--- src/rtl/axi_proto_pkg.sv ---
// AXI protocol field types
`default_nettype none

package axi_proto_pkg;

  // Burst length minus one
  typedef logic [7:0] len_t;
  // Log2 of the bytes in one beat
  typedef logic [2:0] size_t;
  typedef logic [1:0] burst_t;
  typedef logic [1:0] resp_t;
  typedef logic [3:0] cache_t;

  // Wide enough for any address bus in use
  typedef logic [63:0] largest_addr_t;

  // Burst kinds
  localparam burst_t BurstFixed = 2'b00;
  localparam burst_t BurstIncr  = 2'b01;

  // Response codes
  localparam resp_t RespOkay = 2'b00;

  // AxCACHE bit that allows reshaping the burst
  localparam cache_t CacheModifiable = 4'b0010;

  // Clears the address bits below the given beat size
  function automatic largest_addr_t aligned_addr(input largest_addr_t addr,
                                                 input size_t         size);
    largest_addr_t mask;
    mask = (largest_addr_t'(1) << size) - largest_addr_t'(1);
    return addr & ~mask;
  endfunction

endpackage

`default_nettype wire

--- src/rtl/dw_chan_pkg.sv ---
// Narrow and wide AXI channel structs
`default_nettype none

package dw_chan_pkg;

  import axi_proto_pkg::*;

  localparam int unsigned AddrWidth    = 32;
  localparam int unsigned IdWidth      = 4;
  localparam int unsigned SlvDataWidth = 32;
  localparam int unsigned MstDataWidth = 64;
  localparam int unsigned SlvStrbWidth = SlvDataWidth / 8;
  localparam int unsigned MstStrbWidth = MstDataWidth / 8;
  // Byte count of a wide beat as a size code
  localparam int unsigned MstSizeLog   = 3;

  typedef logic [AddrWidth-1:0] addr_t;
  typedef logic [IdWidth-1:0]   id_t;

  // Requests keep the same layout on both sides
  typedef struct packed {
    id_t    id;
    addr_t  addr;
    len_t   len;
    size_t  size;
    burst_t burst;
    cache_t cache;
  } aw_chan_t;

  typedef struct packed {
    id_t    id;
    addr_t  addr;
    len_t   len;
    size_t  size;
    burst_t burst;
    cache_t cache;
  } ar_chan_t;

  typedef struct packed {
    logic [SlvDataWidth-1:0] data;
    logic [SlvStrbWidth-1:0] strb;
    logic                    last;
  } slv_w_chan_t;

  typedef struct packed {
    logic [MstDataWidth-1:0] data;
    logic [MstStrbWidth-1:0] strb;
    logic                    last;
  } mst_w_chan_t;

  typedef struct packed {
    id_t   id;
    resp_t resp;
  } b_chan_t;

  typedef struct packed {
    id_t                     id;
    logic [SlvDataWidth-1:0] data;
    resp_t                   resp;
    logic                    last;
  } slv_r_chan_t;

  typedef struct packed {
    id_t                     id;
    logic [MstDataWidth-1:0] data;
    resp_t                   resp;
    logic                    last;
  } mst_r_chan_t;

endpackage

`default_nettype wire

--- src/rtl/upsize_burst_plan.sv ---
// Wide burst planner
`default_nettype none

module upsize_burst_plan #(
  parameter type ax_chan_t = dw_chan_pkg::aw_chan_t
) (
  input  ax_chan_t ax_i,
  output ax_chan_t ax_o,
  output logic     upsize_o
);

  import axi_proto_pkg::*;
  import dw_chan_pkg::*;

  logic  modifiable_incr;
  addr_t first_beat;
  addr_t last_beat;
  addr_t wide_start;
  addr_t wide_end;

  // Only modifiable INCR bursts may be reshaped
  assign modifiable_incr = (|(ax_i.cache & CacheModifiable)) && (ax_i.burst == BurstIncr);

  // First beat rounded down to the narrow size, then the start of the last narrow beat
  assign first_beat = addr_t'(aligned_addr(largest_addr_t'(ax_i.addr), ax_i.size));
  assign last_beat  = first_beat + (addr_t'(ax_i.len) << ax_i.size);

  // Wide words holding the first and the last narrow beat
  assign wide_start = addr_t'(aligned_addr(largest_addr_t'(ax_i.addr), size_t'(MstSizeLog)));
  assign wide_end   = addr_t'(aligned_addr(largest_addr_t'(last_beat), size_t'(MstSizeLog)));

  always_comb begin
    ax_o     = ax_i;
    upsize_o = modifiable_incr;
    if (modifiable_incr) begin
      // Number of wide words spanned, minus one
      ax_o.len  = len_t'((wide_end - wide_start) >> MstSizeLog);
      ax_o.size = size_t'(MstSizeLog);
    end
  end

endmodule

`default_nettype wire

--- src/rtl/upsize_write_ctrl.sv ---
// Upsizer write path
`default_nettype none

module upsize_write_ctrl (
  input  logic                     clk_i,
  input  logic                     rst_ni,
  input  dw_chan_pkg::aw_chan_t    slv_aw_i,
  input  logic                     slv_aw_valid_i,
  output logic                     slv_aw_ready_o,
  input  dw_chan_pkg::slv_w_chan_t slv_w_i,
  input  logic                     slv_w_valid_i,
  output logic                     slv_w_ready_o,
  output dw_chan_pkg::b_chan_t     slv_b_o,
  output logic                     slv_b_valid_o,
  input  logic                     slv_b_ready_i,
  output dw_chan_pkg::aw_chan_t    mst_aw_o,
  output logic                     mst_aw_valid_o,
  input  logic                     mst_aw_ready_i,
  output dw_chan_pkg::mst_w_chan_t mst_w_o,
  output logic                     mst_w_valid_o,
  input  logic                     mst_w_ready_i,
  input  dw_chan_pkg::b_chan_t     mst_b_i,
  input  logic                     mst_b_valid_i,
  output logic                     mst_b_ready_o
);

  import axi_proto_pkg::*;
  import dw_chan_pkg::*;

  typedef enum logic [1:0] {
    WIdle,
    WPass,
    WUpsize
  } w_state_e;

  w_state_e    state_d, state_q;
  aw_chan_t    aw_plan;
  logic        aw_upsize;
  aw_chan_t    aw_d, aw_q;
  logic        aw_valid_d, aw_valid_q;
  mst_w_chan_t w_d, w_q;
  logic        w_valid_d, w_valid_q;
  // Narrow address, length and size of the next narrow beat
  addr_t       addr_d, addr_q;
  len_t        len_d, len_q;
  size_t       size_d, size_q;

  upsize_burst_plan #(
    .ax_chan_t(aw_chan_t)
  ) i_aw_plan (
    .ax_i    (slv_aw_i),
    .ax_o    (aw_plan),
    .upsize_o(aw_upsize)
  );

  assign mst_aw_o       = aw_q;
  assign mst_aw_valid_o = aw_valid_q;
  assign mst_w_o        = w_q;
  assign mst_w_valid_o  = w_valid_q;

  // B has no latency
  assign slv_b_o       = mst_b_i;
  assign slv_b_valid_o = mst_b_valid_i;
  assign mst_b_ready_o = slv_b_ready_i;

  always_comb begin
    int mst_off;
    int lane_base;
    int lane_lo;
    int lane_hi;

    state_d        = state_q;
    aw_d           = aw_q;
    aw_valid_d     = aw_valid_q;
    w_d            = w_q;
    w_valid_d      = w_valid_q;
    addr_d         = addr_q;
    len_d          = len_q;
    size_d         = size_q;
    slv_aw_ready_o = 1'b0;
    slv_w_ready_o  = 1'b0;

    // Narrow lanes of this beat and where they land in the wide word
    mst_off   = int'(addr_q[MstSizeLog-1:0]);
    lane_lo   = mst_off % SlvStrbWidth;
    lane_base = mst_off - lane_lo;
    lane_hi   = ((lane_lo >> size_q) << size_q) + (1 << size_q);

    if (mst_aw_valid_o && mst_aw_ready_i) begin
      aw_valid_d = 1'b0;
    end

    // Wide beat drained
    if (mst_w_valid_o && mst_w_ready_i) begin
      w_valid_d  = 1'b0;
      w_d.data   = '0;
      w_d.strb   = '0;
      if (w_q.last) begin
        state_d = WIdle;
      end
    end

    case (state_q)
      WIdle: begin
        slv_aw_ready_o = 1'b1;
        if (slv_aw_valid_i) begin
          aw_d       = aw_plan;
          aw_valid_d = 1'b1;
          addr_d     = slv_aw_i.addr;
          len_d      = slv_aw_i.len;
          size_d     = slv_aw_i.size;
          w_d        = '0;
          state_d    = aw_upsize ? WUpsize : WPass;
        end
      end
      WPass, WUpsize: begin
        // Hold off once the last narrow beat sits in the wide register
        slv_w_ready_o = !aw_valid_q && !(w_valid_q && w_q.last) &&
                        (!w_valid_q || mst_w_ready_i);
        if (slv_w_valid_i && slv_w_ready_o) begin
          for (int n = 0; n < SlvStrbWidth; n++) begin
            if (n >= lane_lo && n < lane_hi) begin
              w_d.data[8*(lane_base+n) +: 8] = slv_w_i.data[8*n +: 8];
              w_d.strb[lane_base+n]          = slv_w_i.strb[n];
            end
          end
          len_d    = len_q - 1'b1;
          addr_d   = addr_t'(aligned_addr(largest_addr_t'(addr_q), size_q)) +
                     (addr_t'(1) << size_q);
          w_d.last = (len_q == '0);
          // Upsized words go out when full or at the end of the burst
          if (state_q == WPass || len_q == '0 ||
              addr_d[AddrWidth-1:MstSizeLog] != addr_q[AddrWidth-1:MstSizeLog]) begin
            w_valid_d = 1'b1;
          end
        end
      end
      default: state_d = WIdle;
    endcase
  end

  always_ff @(posedge clk_i or negedge rst_ni) begin
    if (!rst_ni) begin
      state_q    <= WIdle;
      aw_valid_q <= 1'b0;
      w_valid_q  <= 1'b0;
    end else begin
      state_q    <= state_d;
      aw_valid_q <= aw_valid_d;
      w_valid_q  <= w_valid_d;
    end
  end

  always_ff @(posedge clk_i) begin
    aw_q   <= aw_d;
    w_q    <= w_d;
    addr_q <= addr_d;
    len_q  <= len_d;
    size_q <= size_d;
  end

endmodule

`default_nettype wire

--- src/rtl/upsize_read_ctrl.sv ---
// Upsizer read path
`default_nettype none

module upsize_read_ctrl (
  input  logic                     clk_i,
  input  logic                     rst_ni,
  input  dw_chan_pkg::ar_chan_t    slv_ar_i,
  input  logic                     slv_ar_valid_i,
  output logic                     slv_ar_ready_o,
  output dw_chan_pkg::slv_r_chan_t slv_r_o,
  output logic                     slv_r_valid_o,
  input  logic                     slv_r_ready_i,
  output dw_chan_pkg::ar_chan_t    mst_ar_o,
  output logic                     mst_ar_valid_o,
  input  logic                     mst_ar_ready_i,
  input  dw_chan_pkg::mst_r_chan_t mst_r_i,
  input  logic                     mst_r_valid_i,
  output logic                     mst_r_ready_o
);

  import axi_proto_pkg::*;
  import dw_chan_pkg::*;

  typedef enum logic [1:0] {
    RIdle,
    RPass,
    RUpsize
  } r_state_e;

  r_state_e state_d, state_q;
  ar_chan_t ar_plan;
  logic     ar_upsize;
  ar_chan_t ar_d, ar_q;
  logic     ar_valid_d, ar_valid_q;
  addr_t    addr_d, addr_q;
  // Narrow beats left after the current one
  len_t     len_d, len_q;
  size_t    size_d, size_q;

  upsize_burst_plan #(
    .ax_chan_t(ar_chan_t)
  ) i_ar_plan (
    .ax_i    (slv_ar_i),
    .ax_o    (ar_plan),
    .upsize_o(ar_upsize)
  );

  assign mst_ar_o       = ar_q;
  assign mst_ar_valid_o = ar_valid_q;
  assign slv_ar_ready_o = (state_q == RIdle);

  always_comb begin
    int mst_off;
    int lane_base;
    int lane_lo;
    int lane_hi;

    state_d       = state_q;
    ar_d          = ar_q;
    ar_valid_d    = ar_valid_q;
    addr_d        = addr_q;
    len_d         = len_q;
    size_d        = size_q;
    mst_r_ready_o = 1'b0;

    mst_off   = int'(addr_q[MstSizeLog-1:0]);
    lane_lo   = mst_off % SlvStrbWidth;
    lane_base = mst_off - lane_lo;
    lane_hi   = ((lane_lo >> size_q) << size_q) + (1 << size_q);

    // Narrow beat straight from the wide beat
    slv_r_o       = '0;
    slv_r_o.id    = mst_r_i.id;
    slv_r_o.resp  = mst_r_i.resp;
    slv_r_o.last  = mst_r_i.last && (len_q == '0);
    slv_r_valid_o = (state_q != RIdle) && !ar_valid_q && mst_r_valid_i;
    for (int n = 0; n < SlvStrbWidth; n++) begin
      if (n >= lane_lo && n < lane_hi) begin
        slv_r_o.data[8*n +: 8] = mst_r_i.data[8*(lane_base+n) +: 8];
      end
    end

    if (mst_ar_valid_o && mst_ar_ready_i) begin
      ar_valid_d = 1'b0;
    end

    case (state_q)
      RIdle: begin
        if (slv_ar_valid_i) begin
          ar_d       = ar_plan;
          ar_valid_d = 1'b1;
          addr_d     = slv_ar_i.addr;
          len_d      = slv_ar_i.len;
          size_d     = slv_ar_i.size;
          state_d    = ar_upsize ? RUpsize : RPass;
        end
      end
      RPass, RUpsize: begin
        if (slv_r_valid_o && slv_r_ready_i) begin
          len_d  = len_q - 1'b1;
          addr_d = addr_t'(aligned_addr(largest_addr_t'(addr_q), size_q)) +
                   (addr_t'(1) << size_q);
          // Keep the wide beat until its last narrow lane has gone out
          if (state_q == RPass || len_q == '0 ||
              addr_d[AddrWidth-1:MstSizeLog] != addr_q[AddrWidth-1:MstSizeLog]) begin
            mst_r_ready_o = 1'b1;
          end
          if (len_q == '0) begin
            state_d = RIdle;
          end
        end
      end
      default: state_d = RIdle;
    endcase
  end

  always_ff @(posedge clk_i or negedge rst_ni) begin
    if (!rst_ni) begin
      state_q    <= RIdle;
      ar_valid_q <= 1'b0;
    end else begin
      state_q    <= state_d;
      ar_valid_q <= ar_valid_d;
    end
  end

  always_ff @(posedge clk_i) begin
    ar_q   <= ar_d;
    addr_q <= addr_d;
    len_q  <= len_d;
    size_q <= size_d;
  end

endmodule

`default_nettype wire

--- src/rtl/axi_dw_upsizer.sv ---
// AXI 32 to 64 bit upsizer
`default_nettype none

module axi_dw_upsizer (
  input  logic                     clk_i,
  input  logic                     rst_ni,
  // Narrow slave port
  input  dw_chan_pkg::aw_chan_t    slv_aw_i,
  input  logic                     slv_aw_valid_i,
  output logic                     slv_aw_ready_o,
  input  dw_chan_pkg::slv_w_chan_t slv_w_i,
  input  logic                     slv_w_valid_i,
  output logic                     slv_w_ready_o,
  output dw_chan_pkg::b_chan_t     slv_b_o,
  output logic                     slv_b_valid_o,
  input  logic                     slv_b_ready_i,
  input  dw_chan_pkg::ar_chan_t    slv_ar_i,
  input  logic                     slv_ar_valid_i,
  output logic                     slv_ar_ready_o,
  output dw_chan_pkg::slv_r_chan_t slv_r_o,
  output logic                     slv_r_valid_o,
  input  logic                     slv_r_ready_i,
  // Wide master port
  output dw_chan_pkg::aw_chan_t    mst_aw_o,
  output logic                     mst_aw_valid_o,
  input  logic                     mst_aw_ready_i,
  output dw_chan_pkg::mst_w_chan_t mst_w_o,
  output logic                     mst_w_valid_o,
  input  logic                     mst_w_ready_i,
  input  dw_chan_pkg::b_chan_t     mst_b_i,
  input  logic                     mst_b_valid_i,
  output logic                     mst_b_ready_o,
  output dw_chan_pkg::ar_chan_t    mst_ar_o,
  output logic                     mst_ar_valid_o,
  input  logic                     mst_ar_ready_i,
  input  dw_chan_pkg::mst_r_chan_t mst_r_i,
  input  logic                     mst_r_valid_i,
  output logic                     mst_r_ready_o
);

  // AW, W and B
  upsize_write_ctrl i_write_ctrl (
    .clk_i         (clk_i),
    .rst_ni        (rst_ni),
    .slv_aw_i      (slv_aw_i),
    .slv_aw_valid_i(slv_aw_valid_i),
    .slv_aw_ready_o(slv_aw_ready_o),
    .slv_w_i       (slv_w_i),
    .slv_w_valid_i (slv_w_valid_i),
    .slv_w_ready_o (slv_w_ready_o),
    .slv_b_o       (slv_b_o),
    .slv_b_valid_o (slv_b_valid_o),
    .slv_b_ready_i (slv_b_ready_i),
    .mst_aw_o      (mst_aw_o),
    .mst_aw_valid_o(mst_aw_valid_o),
    .mst_aw_ready_i(mst_aw_ready_i),
    .mst_w_o       (mst_w_o),
    .mst_w_valid_o (mst_w_valid_o),
    .mst_w_ready_i (mst_w_ready_i),
    .mst_b_i       (mst_b_i),
    .mst_b_valid_i (mst_b_valid_i),
    .mst_b_ready_o (mst_b_ready_o)
  );

  // AR and R with one read in flight
  upsize_read_ctrl i_read_ctrl (
    .clk_i         (clk_i),
    .rst_ni        (rst_ni),
    .slv_ar_i      (slv_ar_i),
    .slv_ar_valid_i(slv_ar_valid_i),
    .slv_ar_ready_o(slv_ar_ready_o),
    .slv_r_o       (slv_r_o),
    .slv_r_valid_o (slv_r_valid_o),
    .slv_r_ready_i (slv_r_ready_i),
    .mst_ar_o      (mst_ar_o),
    .mst_ar_valid_o(mst_ar_valid_o),
    .mst_ar_ready_i(mst_ar_ready_i),
    .mst_r_i       (mst_r_i),
    .mst_r_valid_i (mst_r_valid_i),
    .mst_r_ready_o (mst_r_ready_o)
  );

endmodule

`default_nettype wire

--- config.mk ---
export PLATFORM = sky130hd
export DESIGN_NAME = axi_dw_upsizer
export DESIGN_NICKNAME = d
export VERILOG_FILES = /design/src/rtl/axi_proto_pkg.sv /design/src/rtl/dw_chan_pkg.sv /design/src/rtl/upsize_burst_plan.sv /design/src/rtl/upsize_write_ctrl.sv /design/src/rtl/upsize_read_ctrl.sv /design/src/rtl/axi_dw_upsizer.sv
export SDC_FILE = /design/constraint.sdc
export NUM_CORES = 1
export LEC_CHECK = 0
export BUFFER_PORTS_ARGS = -buffer_cell sky130_fd_sc_hd__buf_4
export CAP_MARGIN = 20
export CORE_AREA = 2 2 179 181
export DETAILED_ROUTE_END_ITERATION = 8
export DIE_AREA = 0 0 181 183
export MAX_ROUTING_LAYER = met4
export PLACE_DENSITY = 0.78
export SLEW_MARGIN = 20
export SYNTH_ARGS = -nofsm -noshare
export SYNTH_HDL_FRONTEND = slang
export SYNTH_SLANG_ARGS = --single-unit
--- constraint.sdc ---
create_clock -name clk_i -period 6.55 [get_ports clk_i]
set_input_delay 0.9825 -clock clk_i [delete_from_list [all_inputs] [get_ports clk_i]]
set_output_delay 0.9825 -clock clk_i [all_outputs]
set_load 0.02 [all_outputs]
# ---- Word-level counts from Yosys, hierarchy flattened
# Cells that the tools add are included.
dict set report totals {
  reg_bits 272
  latch_bits 0
  ramBits 0
  romBits 0
  input_bits 232
  out_inout_bits 234
  word_cells 242
  mem_count 0
}
dict set report classes {
  n_addsub 26
  mul 0
  div 0
  n_lt_le_gt_ge 24
  n_eq_ne 13
  n_shift 24
  muxes 73
  bitwise_logic 8
  n_reduce_logical 48
}
# op n
set op_table {}
lappend op_table {{$mux W72} 11}
lappend op_table {{$bwmux W64} 4}
lappend op_table {{$shift A8 B33 Y64 const A} 4}
lappend op_table {{$shiftx A64 B32 Y8} 4}
lappend op_table {{$shiftx A8 B33 Y64} 4}
lappend op_table {{$mux W73} 2}
lappend op_table {{$pmux W73 S2} 1}
lappend op_table {{$neg A32 Y33} 4}
lappend op_table {{$add A32 B32 Y32} 4}
lappend op_table {{$ge A32 B1 Y1 const B} 4}
lappend op_table {{$lt A3 B32 Y1 const A} 4}
lappend op_table {{$lt A32 B5 Y1 const B} 4}
lappend op_table {{$mux W32} 4}
lappend op_table {{$pmux W32 S2} 2}
lappend op_table {{$shl A1 B3 Y32 const A} 4}
lappend op_table {{$add A32 B3 Y32 const B} 2}
lappend op_table {{$and A32 B32 Y32} 2}
lappend op_table {{$lt A1 B32 Y1 const A} 2}
lappend op_table {{$lt A2 B32 Y1 const A} 2}
lappend op_table {{$mux W8} 8}
lappend op_table {{$not A32 Y32} 2}
lappend op_table {{$shl A32 B3 Y32} 2}
lappend op_table {{$shr A2 B3 Y32} 2}
lappend op_table {{$sub A32 B1 Y32 const B} 2}
lappend op_table {{other kinds (35)} 132}

# ---- Depth between registers and ports, before layout
# Gate-level depths: netlist (run 1).
dict set report logic_depth {
  depth_word 21
  mapped_depth 22
  depth_no_buf 20
}

# ---- By module
# From an unflattened synthesis (run 1), not the netlist that was laid out.
dict set report hier_totals {
  cells_unflattened 1722
  hier_area_um2 16933.7
}
# module n_inst cells_each area_each_um2 seq_area_each_um2
set modules_own_cells {}
lappend modules_own_cells {upsize_write_ctrl 1 723 8040.2 4454.3}
lappend modules_own_cells {upsize_read_ctrl 1 595 6040.8 2957.8}
lappend modules_own_cells {upsize_burst_plan 2 202 1426.4 0.0}

# ---- Worst setup path before layout (run 1)
# OpenSTA, ideal clock, no wires.
dict set report synth_path {
  path_type {input-to-reg}
  startpoint {input port slv_aw_i[7] (netlist bit)}
  endpoint {register i_write_ctrl.aw_q (netlist bit i_write_ctrl.mst_aw_o[16]) (data pin)}
  setup_time_ps 265
  arrival_time_ps 4726
  required_ps 6285
  slack_ps 1559
  cell_stages 20
  n_path_buf 2
  cell_sequence {clkbuf_1 > clkbuf_1 > nor2_1 > nand2_1 > ha_1 > or3_1 > and3_1 > ha_1 > a21o_1 > a31oi_1 > o21ai_0 > o21a_1 > nor2_1 > xnor2_1 > ha_1 > or3_1 > o21ai_0 > a21oi_1 > xnor3_1 > o21ai_0}
}
# item line
set synth_rtl {}
lappend synth_rtl {{start, declared} axi_dw_upsizer.sv:8} ;# input dw_chan_pkg::aw_chan_t slv_aw_i,
lappend synth_rtl {{end signal, assigned} upsize_write_ctrl.sv:155} ;# aw_q <= aw_d;
lappend synth_rtl {{end, declared} upsize_write_ctrl.sv:39} ;# aw_chan_t aw_d, aw_q;

==> results of run 1 <==
## report_power, final
group / switching [W] / internal (W)
clock: 0.000713 / 0.00102
sequential: 0.000396 / 0.00261
combinational: 0.00216 / 0.00137
## cell type report
class	instances	share of cell area (%)
clock inverter	8	0.298
timing repair buffer	444	16.6
sequential	272	36.8
antenna	2	0.0249
tap	402	2.50
multi-input combinational	1151	37.8
inverter	66	1.23
clock buffer	48	4.81
## state kept, by name, summed over array words and instances, names as in the netlist, 3 cells and up
register and cells:
i_write_ctrl.addr_q 32, i_read_ctrl.len_q 8, i_write_ctrl.mst_w_o 73, i_read_ctrl.mst_ar_o 53
i_write_ctrl.mst_aw_o 53, i_read_ctrl.size_q 3, i_write_ctrl.len_q 8, i_read_ctrl.addr_q 32
i_write_ctrl.size_q 3
## worst min-delay path by stage
stage	cells after the start	endpoint	start	slack, ns
floorplan	2	i_read_ctrl.state_q[1]	i_read_ctrl.state_q[1]	0.45
global route	1	i_read_ctrl.mst_ar_valid_o	rst_ni	0.24
global placement	1	i_write_ctrl.mst_w_o[9]	i_write_ctrl.mst_w_o[9]	0.44
finish	1	i_read_ctrl.mst_ar_valid_o	rst_ni	0.26
detailed placement	1	i_write_ctrl.mst_w_o[50]	i_write_ctrl.mst_w_o[50]	0.46
CTS	1	i_write_ctrl.mst_w_valid_o	rst_ni	0.23
## placed cells by master, fill, tap and decap left out, types with 6 or more instances in the layout
master / count
buf_4: 444
nor2_1: 200
edfxtp_1: 193
nand2_1: 126
a21oi_1: 117
o21ai_0: 73
dfxtp_1: 72
xnor2_1: 69
inv_1: 63
ha_1: 63
mux2i_1: 52
a22o_1: 47
xor2_1: 37
clkbuf_16: 35
nor3_1: 28
nand3_1: 25
and2_1: 21
mux2_2: 18
a21o_1: 18
nor2b_1: 18
and3_1: 18
a32oi_1: 18
nand2b_1: 15
nand4_1: 14
conb_1: 12
nand3b_1: 10
a31oi_1: 9
o211ai_1: 9
clkbuf_1: 8
o21a_1: 7
o21ai_1: 7
a211oi_1: 7
dfrtp_1: 7
nor4_1: 6
## through the flow
step | total power [W] | util [%] | setup WS [ns]
3_5_place_dp | 0.00651 | 61.1 | 1.36
4_1_cts | 0.00828 | 64.4 | 1.91
6_report | 0.00826 | 64.5 | 1.85
3_3_place_gp | 0.00640 | 61.1 | 1.48
2_1_floorplan | 0.00533 | - | 1.56
5_1_grt | 0.00874 | 64.5 | 1.60
## logic make-up (layout without fill, tap and decap cells)
kind of cell / Yosys count / in the layout / share of synthesized area [%]
muxes: 70 / 70 / 4.63
buffers and inverters: 156 / 566 / 4.27
other: 1 / 14 / 0.0240
DFF: 272 / 272 / 47.5
AOI/OAI and AO/OA: 373 / 373 / 15.9
adders and majority gates: 70 / 70 / 5.85
xor gates and xnor gates: 107 / 107 / 6.09
and+or+nand+nor: 519 / 519 / 15.7
## metal layers
metal  track usage, %  wire, um
met1             32.8     18500
met2             43.3     21100
met3             4.43      3150
met4             7.58      1140
met5                -         0
## critical path, stage by stage
cell	delay [ns]
buf_4	0.19
or3_1	0.42
ha_1	0.31
xnor2_1	0.16
and2_1	0.17
ha_1	0.20
a21o_1	0.16
a31oi_1	0.36
o21ai_0	0.28
o21a_1	0.24
nor2_1	0.11
xnor2_1	0.13
ha_1	0.28
or2_2	0.30
a21oi_1	0.15
a31oi_1	0.09
xor2_1	0.20
xnor2_1	0.16
o21ai_0	0.08
==> flow_summary.toml, run 1 <==
[yosys]
yosysWarnings = 0
ys_ff_latch = 272
synth.distinct_cells = 86
synth_top_cell_area_share_pct = 37.1
ys_top_cells_by_count = "nor2_1, edfxtp_1, nand2_1, a21oi_1, o21ai_0"
synth.top_cells.by_area = "edfxtp_1, dfxtp_1, ha_1"
synth_top_area_cell = "edfxtp_1"
netlist_instances = 1568
syn-cell-area_um2 = 15600
synth_edf_count = 193
yosysSeqAreaShare_pct = 47.5
synth_top_flop_cell = "edfxtp_1"
async_flop_share_pct = 2.57
avgSynthCellArea_um2 = 9.95
synth.most_common_cell = "nor2_1"

[grt]
grt_pass1_wl_mm = 68.1
grt_max_degree = 84
grt_antenna_before_repair = 2
overflow = 0
grt_pass1_vias = 13200
gr-usage-all-layers_pct = 26.0

[layout]
finalInstanceArea_um2 = 20100
area_growth_pct = 29.0
multiInputGateArea_um2 = 7610
fin_nets = 2267
n_fill_cell = 2548
seqCellArea_um2 = 7410
instances_no_fill = 2393
drive_gt1_share_pct = 27.2

[clock_tree]
cts.clk_slew.worst_paths_ns = 0.06
h-tree-depth = 1
numCtsBuffers = 30
cts_tree = "built"
post_cts_buffers = 0
cts_num_sinks = 272
cts_buffer_depth = 3
ctsResizeCount = 0
cts_hold_buf = 0
worstSkewPairLatency_ns = 0.56
clk_root_buffer_cell = "clkbuf_16"

[placement]
io_buffers = 436
dpl.hpwl_mm = 32.3
gp_congestion = 0.909
dp.cells = 2335
place_area_um2 = 19100

[timing]
rsz0062_at_grt = "no"
worstMarginPinSlew_ns = 1.09
setup-violations-final = 0
holdWs_ns = 0.258
finClkSkew_ns = 0.0159
fin_crit_sh_pct = 71.8
maxSlewHeadroom_pct = 27.2
tns_ns = 0
fmax_mhz = 213
hold_viol_final = 0
slew_viol_final = 0
period_needed_ns = 4.70

[pwr]
p_leak_nw = 8.57
powerDensity_nw_per_um2 = 410
ir_drop_uv = 248

[detailed_routing]
postRouteAntennaNets = 0
first_iter_violations = 924
wl_per_cell_um = 18.4
vias = 13500
drc = 0
wirelength_mm = 43.9
first_pass_iters = 5
viasPerCell = 5.65

[worst_setup_path]
arrival_ns = 4.97
cp_max_fo = 25
cp-end-kind = "register"
r2r_start = "i_write_ctrl.size_q[1]"
worst_r2r_endpoint = "i_write_ctrl.mst_w_o[28]"
endpoint = "i_read_ctrl.mst_ar_o[16]"
ff2ff_path_depth = 12
startpoint_type = "input pin"
timing.critical_path.from = "slv_ar_i[8]"
cp.required_ns = 6.82
path_class = "in2reg"
r2r_slack_ns = 2.70

[die]
initial_core_util_pct = 50.0
ios = 466
dieWidth_um = 181
die_area_um2 = 33100
rows = 65
die_h_um = 183
coreArea_um2 = 31200

[min_path]
min_path_type = "in2async"

[run]
drv_cap = 0

[run_status]
status = "finished clean"
No activity file was read; power rests on OpenSTA's default activity.
==> run 2: changes to the inputs <==
--- a/config.mk
+++ b/config.mk
@@ -7,11 +7,11 @@
 export LEC_CHECK = 0
 export BUFFER_PORTS_ARGS = -buffer_cell sky130_fd_sc_hd__buf_4
 export CAP_MARGIN = 20
-export CORE_AREA = 2 2 179 181
+export CORE_AREA = 2 2 180 182
 export DETAILED_ROUTE_END_ITERATION = 8
-export DIE_AREA = 0 0 181 183
+export DIE_AREA = 0 0 182 184
 export MAX_ROUTING_LAYER = met4
-export PLACE_DENSITY = 0.78
+export PLACE_DENSITY = 0.77
 export SLEW_MARGIN = 20
 export SYNTH_ARGS = -nofsm -noshare
 export SYNTH_HDL_FRONTEND = slang
==> constraint.sdc (replaced) <==
create_clock -name clk_i -period 4.9 [get_ports clk_i]
set_input_delay 0.735 -clock clk_i [delete_from_list [all_inputs] [get_ports clk_i]]
set_output_delay 0.735 -clock clk_i [all_outputs]
set_load 0.02 [all_outputs]
==> run 2 against run 1 <==
- wire length is 1.1% higher
- via count is 0.36% lower
- critical path type is now reg2out
- sequential power up 34%
- largest power group unchanged
- sequential cell count is the same
- clock skew down 0.0013 ns
- largest cell class unchanged
==> flow_summary.toml, run 2 (synthesized netlist as in run 1, its figures left out) <==
[run_status]
status = "finished clean"

[placement]
io_buffers = 436
place_area_um2 = 19100
dpl.hpwl_mm = 33.1
gp_congestion = 0.943
dp_slack_ns = 0.146

[layout]
drive_gt1_share_pct = 27.3
final_common_cell = "buf_4"
largest_register_ffs = 73
area_growth_pct = 29.0
n_fill_cell = 2554
multiInputGateArea_um2 = 7610
fin_nets = 2273
seqCellArea_um2 = 7410
final_cell_mix = "buf_4, nor2_1, edfxtp_1"
finalInstanceArea_um2 = 20100
final_core_util_pct = 64.1

[detailed_routing]
first_iter_violations = 942
viasPerCell = 5.61
first_pass_iters = 5
drc = 0
postRouteAntennaNets = 0
wirelength_mm = 44.4
wl_per_cell_um = 18.5
vias = 13500

[timing]
worstMarginPinSlew_ns = 1.04
tns_ns = 0
period_needed_ns = 4.47
rsz0062_at_grt = "no"
slew_viol_final = 0
maxSlewHeadroom_pct = 30.4
hold_viol_final = 0
setup-violations-final = 0
finClkSkew_ns = 0.0146
fmax_mhz = 224
layout_setup_ws_ns = 0.426
fin_crit_sh_pct = 91.3

[grt]
grt_pass1_vias = 13000
grt_max_degree = 84
gr-usage-all-layers_pct = 25.7
overflow = 0
grt_pass1_wl_mm = 67.6
grt_antenna_before_repair = 4

[worst_setup_path]
ff2ff_path_depth = 12
r2r_slack_ns = 0.97
cp_max_fo = 17
worst_r2r_endpoint = "i_write_ctrl.mst_w_o[30]"
cp.required_ns = 4.16
r2r_start = "i_write_ctrl.size_q[1]"
slowest_delay_ns = 0.62
crit_chain = "nor3_1 > and2_1 > ha_1 > a211o_1 > o2111ai_1 > a21oi_2 > o21a_1 > o221ai_1 > a41oi_1 > buf_4"
cp-end-kind = "primary output"
crit_buf_inv = 1
arrival_ns = 3.74
crit_family = "compound AO/OA/AOI/OAI gates"
path_class = "reg2out"
cp_slowest_cell = "edfxtp_1"
startpoint_type = "register"

[die]
coreArea_um2 = 31400
initial_core_util_pct = 49.7
ios = 466
rows = 65
die_h_um = 184
die_area_um2 = 33500
dieWidth_um = 182

[clock_tree]
post_cts_buffers = 0
h-tree-depth = 1
ctsResizeCount = 0
cts_num_sinks = 272
numCtsBuffers = 30
cts.clk_slew.worst_paths_ns = 0.06
cts_tree = "built"
cts_hold_buf = 1
clk_root_buffer_cell = "clkbuf_16"
worstSkewPairLatency_ns = 0.57
cts_buffer_depth = 3

[min_path]
worstHoldEndpoint = "i_write_ctrl.mst_aw_o[50]"
min_path_type = "in2reg"
min_path_cells = 1
min-delay-start = "slv_aw_i[50]"

[run]
drv_cap = 0

[pwr]
p_leak_nw = 8.55
power_w = 0.0110
ir_drop_uv = 430
powerDensity_nw_per_um2 = 544
## run 2: cell count changes in the layout (fill, tap and decap cells not counted), moves of 3 or more
cell	change
clkinvlp_4	+3
buf_4	+5
clkbuf_8	-3
clkbuf_16	-4
clkinv_1	+5
## run 2: how the worst max path moves through the flow
stage / cells after the start / to / slack (ns) / from
global route: 10 / mst_r_ready_o / 0.20 / i_read_ctrl.size_q[0]
CTS: 10 / mst_r_ready_o / 0.40 / i_read_ctrl.size_q[0]
global placement: 19 / i_write_ctrl.mst_aw_o[16] / 0.29 / slv_aw_i[7]
finish: 10 / mst_r_ready_o / 0.43 / i_read_ctrl.size_q[0]
detailed placement: 21 / i_write_ctrl.mst_aw_o[16] / 0.15 / slv_aw_i[7]
floorplan: 20 / i_write_ctrl.mst_aw_o[16] / 0.16 / slv_aw_i[7]
## run 2: final cells by class
class	instances	area share, %
Multi-Input combinational cell	1151	37.8
Sequential cell	272	36.8
Timing Repair Buffer	450	16.8
Clock buffer	39	4.06
Tap cell	402	2.50
Inverter	66	1.23
Clock inverter	17	0.758
Antenna cell	4	0.0497
## run 2: per-layer routing
layer	routed length, um	global-route usage (%)	up-vias
met5	0	-	-
met4	947	6.71	0
li1	-	-	6466
met1	18100	31.3	6369
met3	3420	5.01	63
met2	22000	44.1	580
## run 2: per-stage QoR
stage | std cells | hold slack (ns)
global route | 2401 | 0.318
detailed placement | 2340 | 0.446
CTS | 2397 | 0.316
finish | 2401 | 0.343
global placement | 2340 | 0.441
floorplan | 1579 | 0.439
## run 2: where the power goes
| part | leakage [nW] | switching, W | internal (W) | total, W |
|---|---|---|---|---|
| sequential | 2.48 | 0.000538 | 0.00349 | 0.00402 |
| clock | 0.464 | 0.000975 | 0.00124 | 0.00222 |
| combinational | 5.60 | 0.00288 | 0.00184 | 0.00471 |
| total | 8.55 | 0.00439 | 0.00656 | 0.0110 |
## run 2: worst register-to-register path: stages, from the launching register on
cell	delay (ns)
edfxtp_1	0.61
nor3_2	0.37
nand2_1	0.14
inv_1	0.07
ha_1	0.21
fa_1	0.48
a222oi_1	0.35
o211ai_1	0.15
a2111oi_0	0.46
o211ai_1	0.20
buf_4	0.25
and3_1	0.32
o21ai_0	0.23
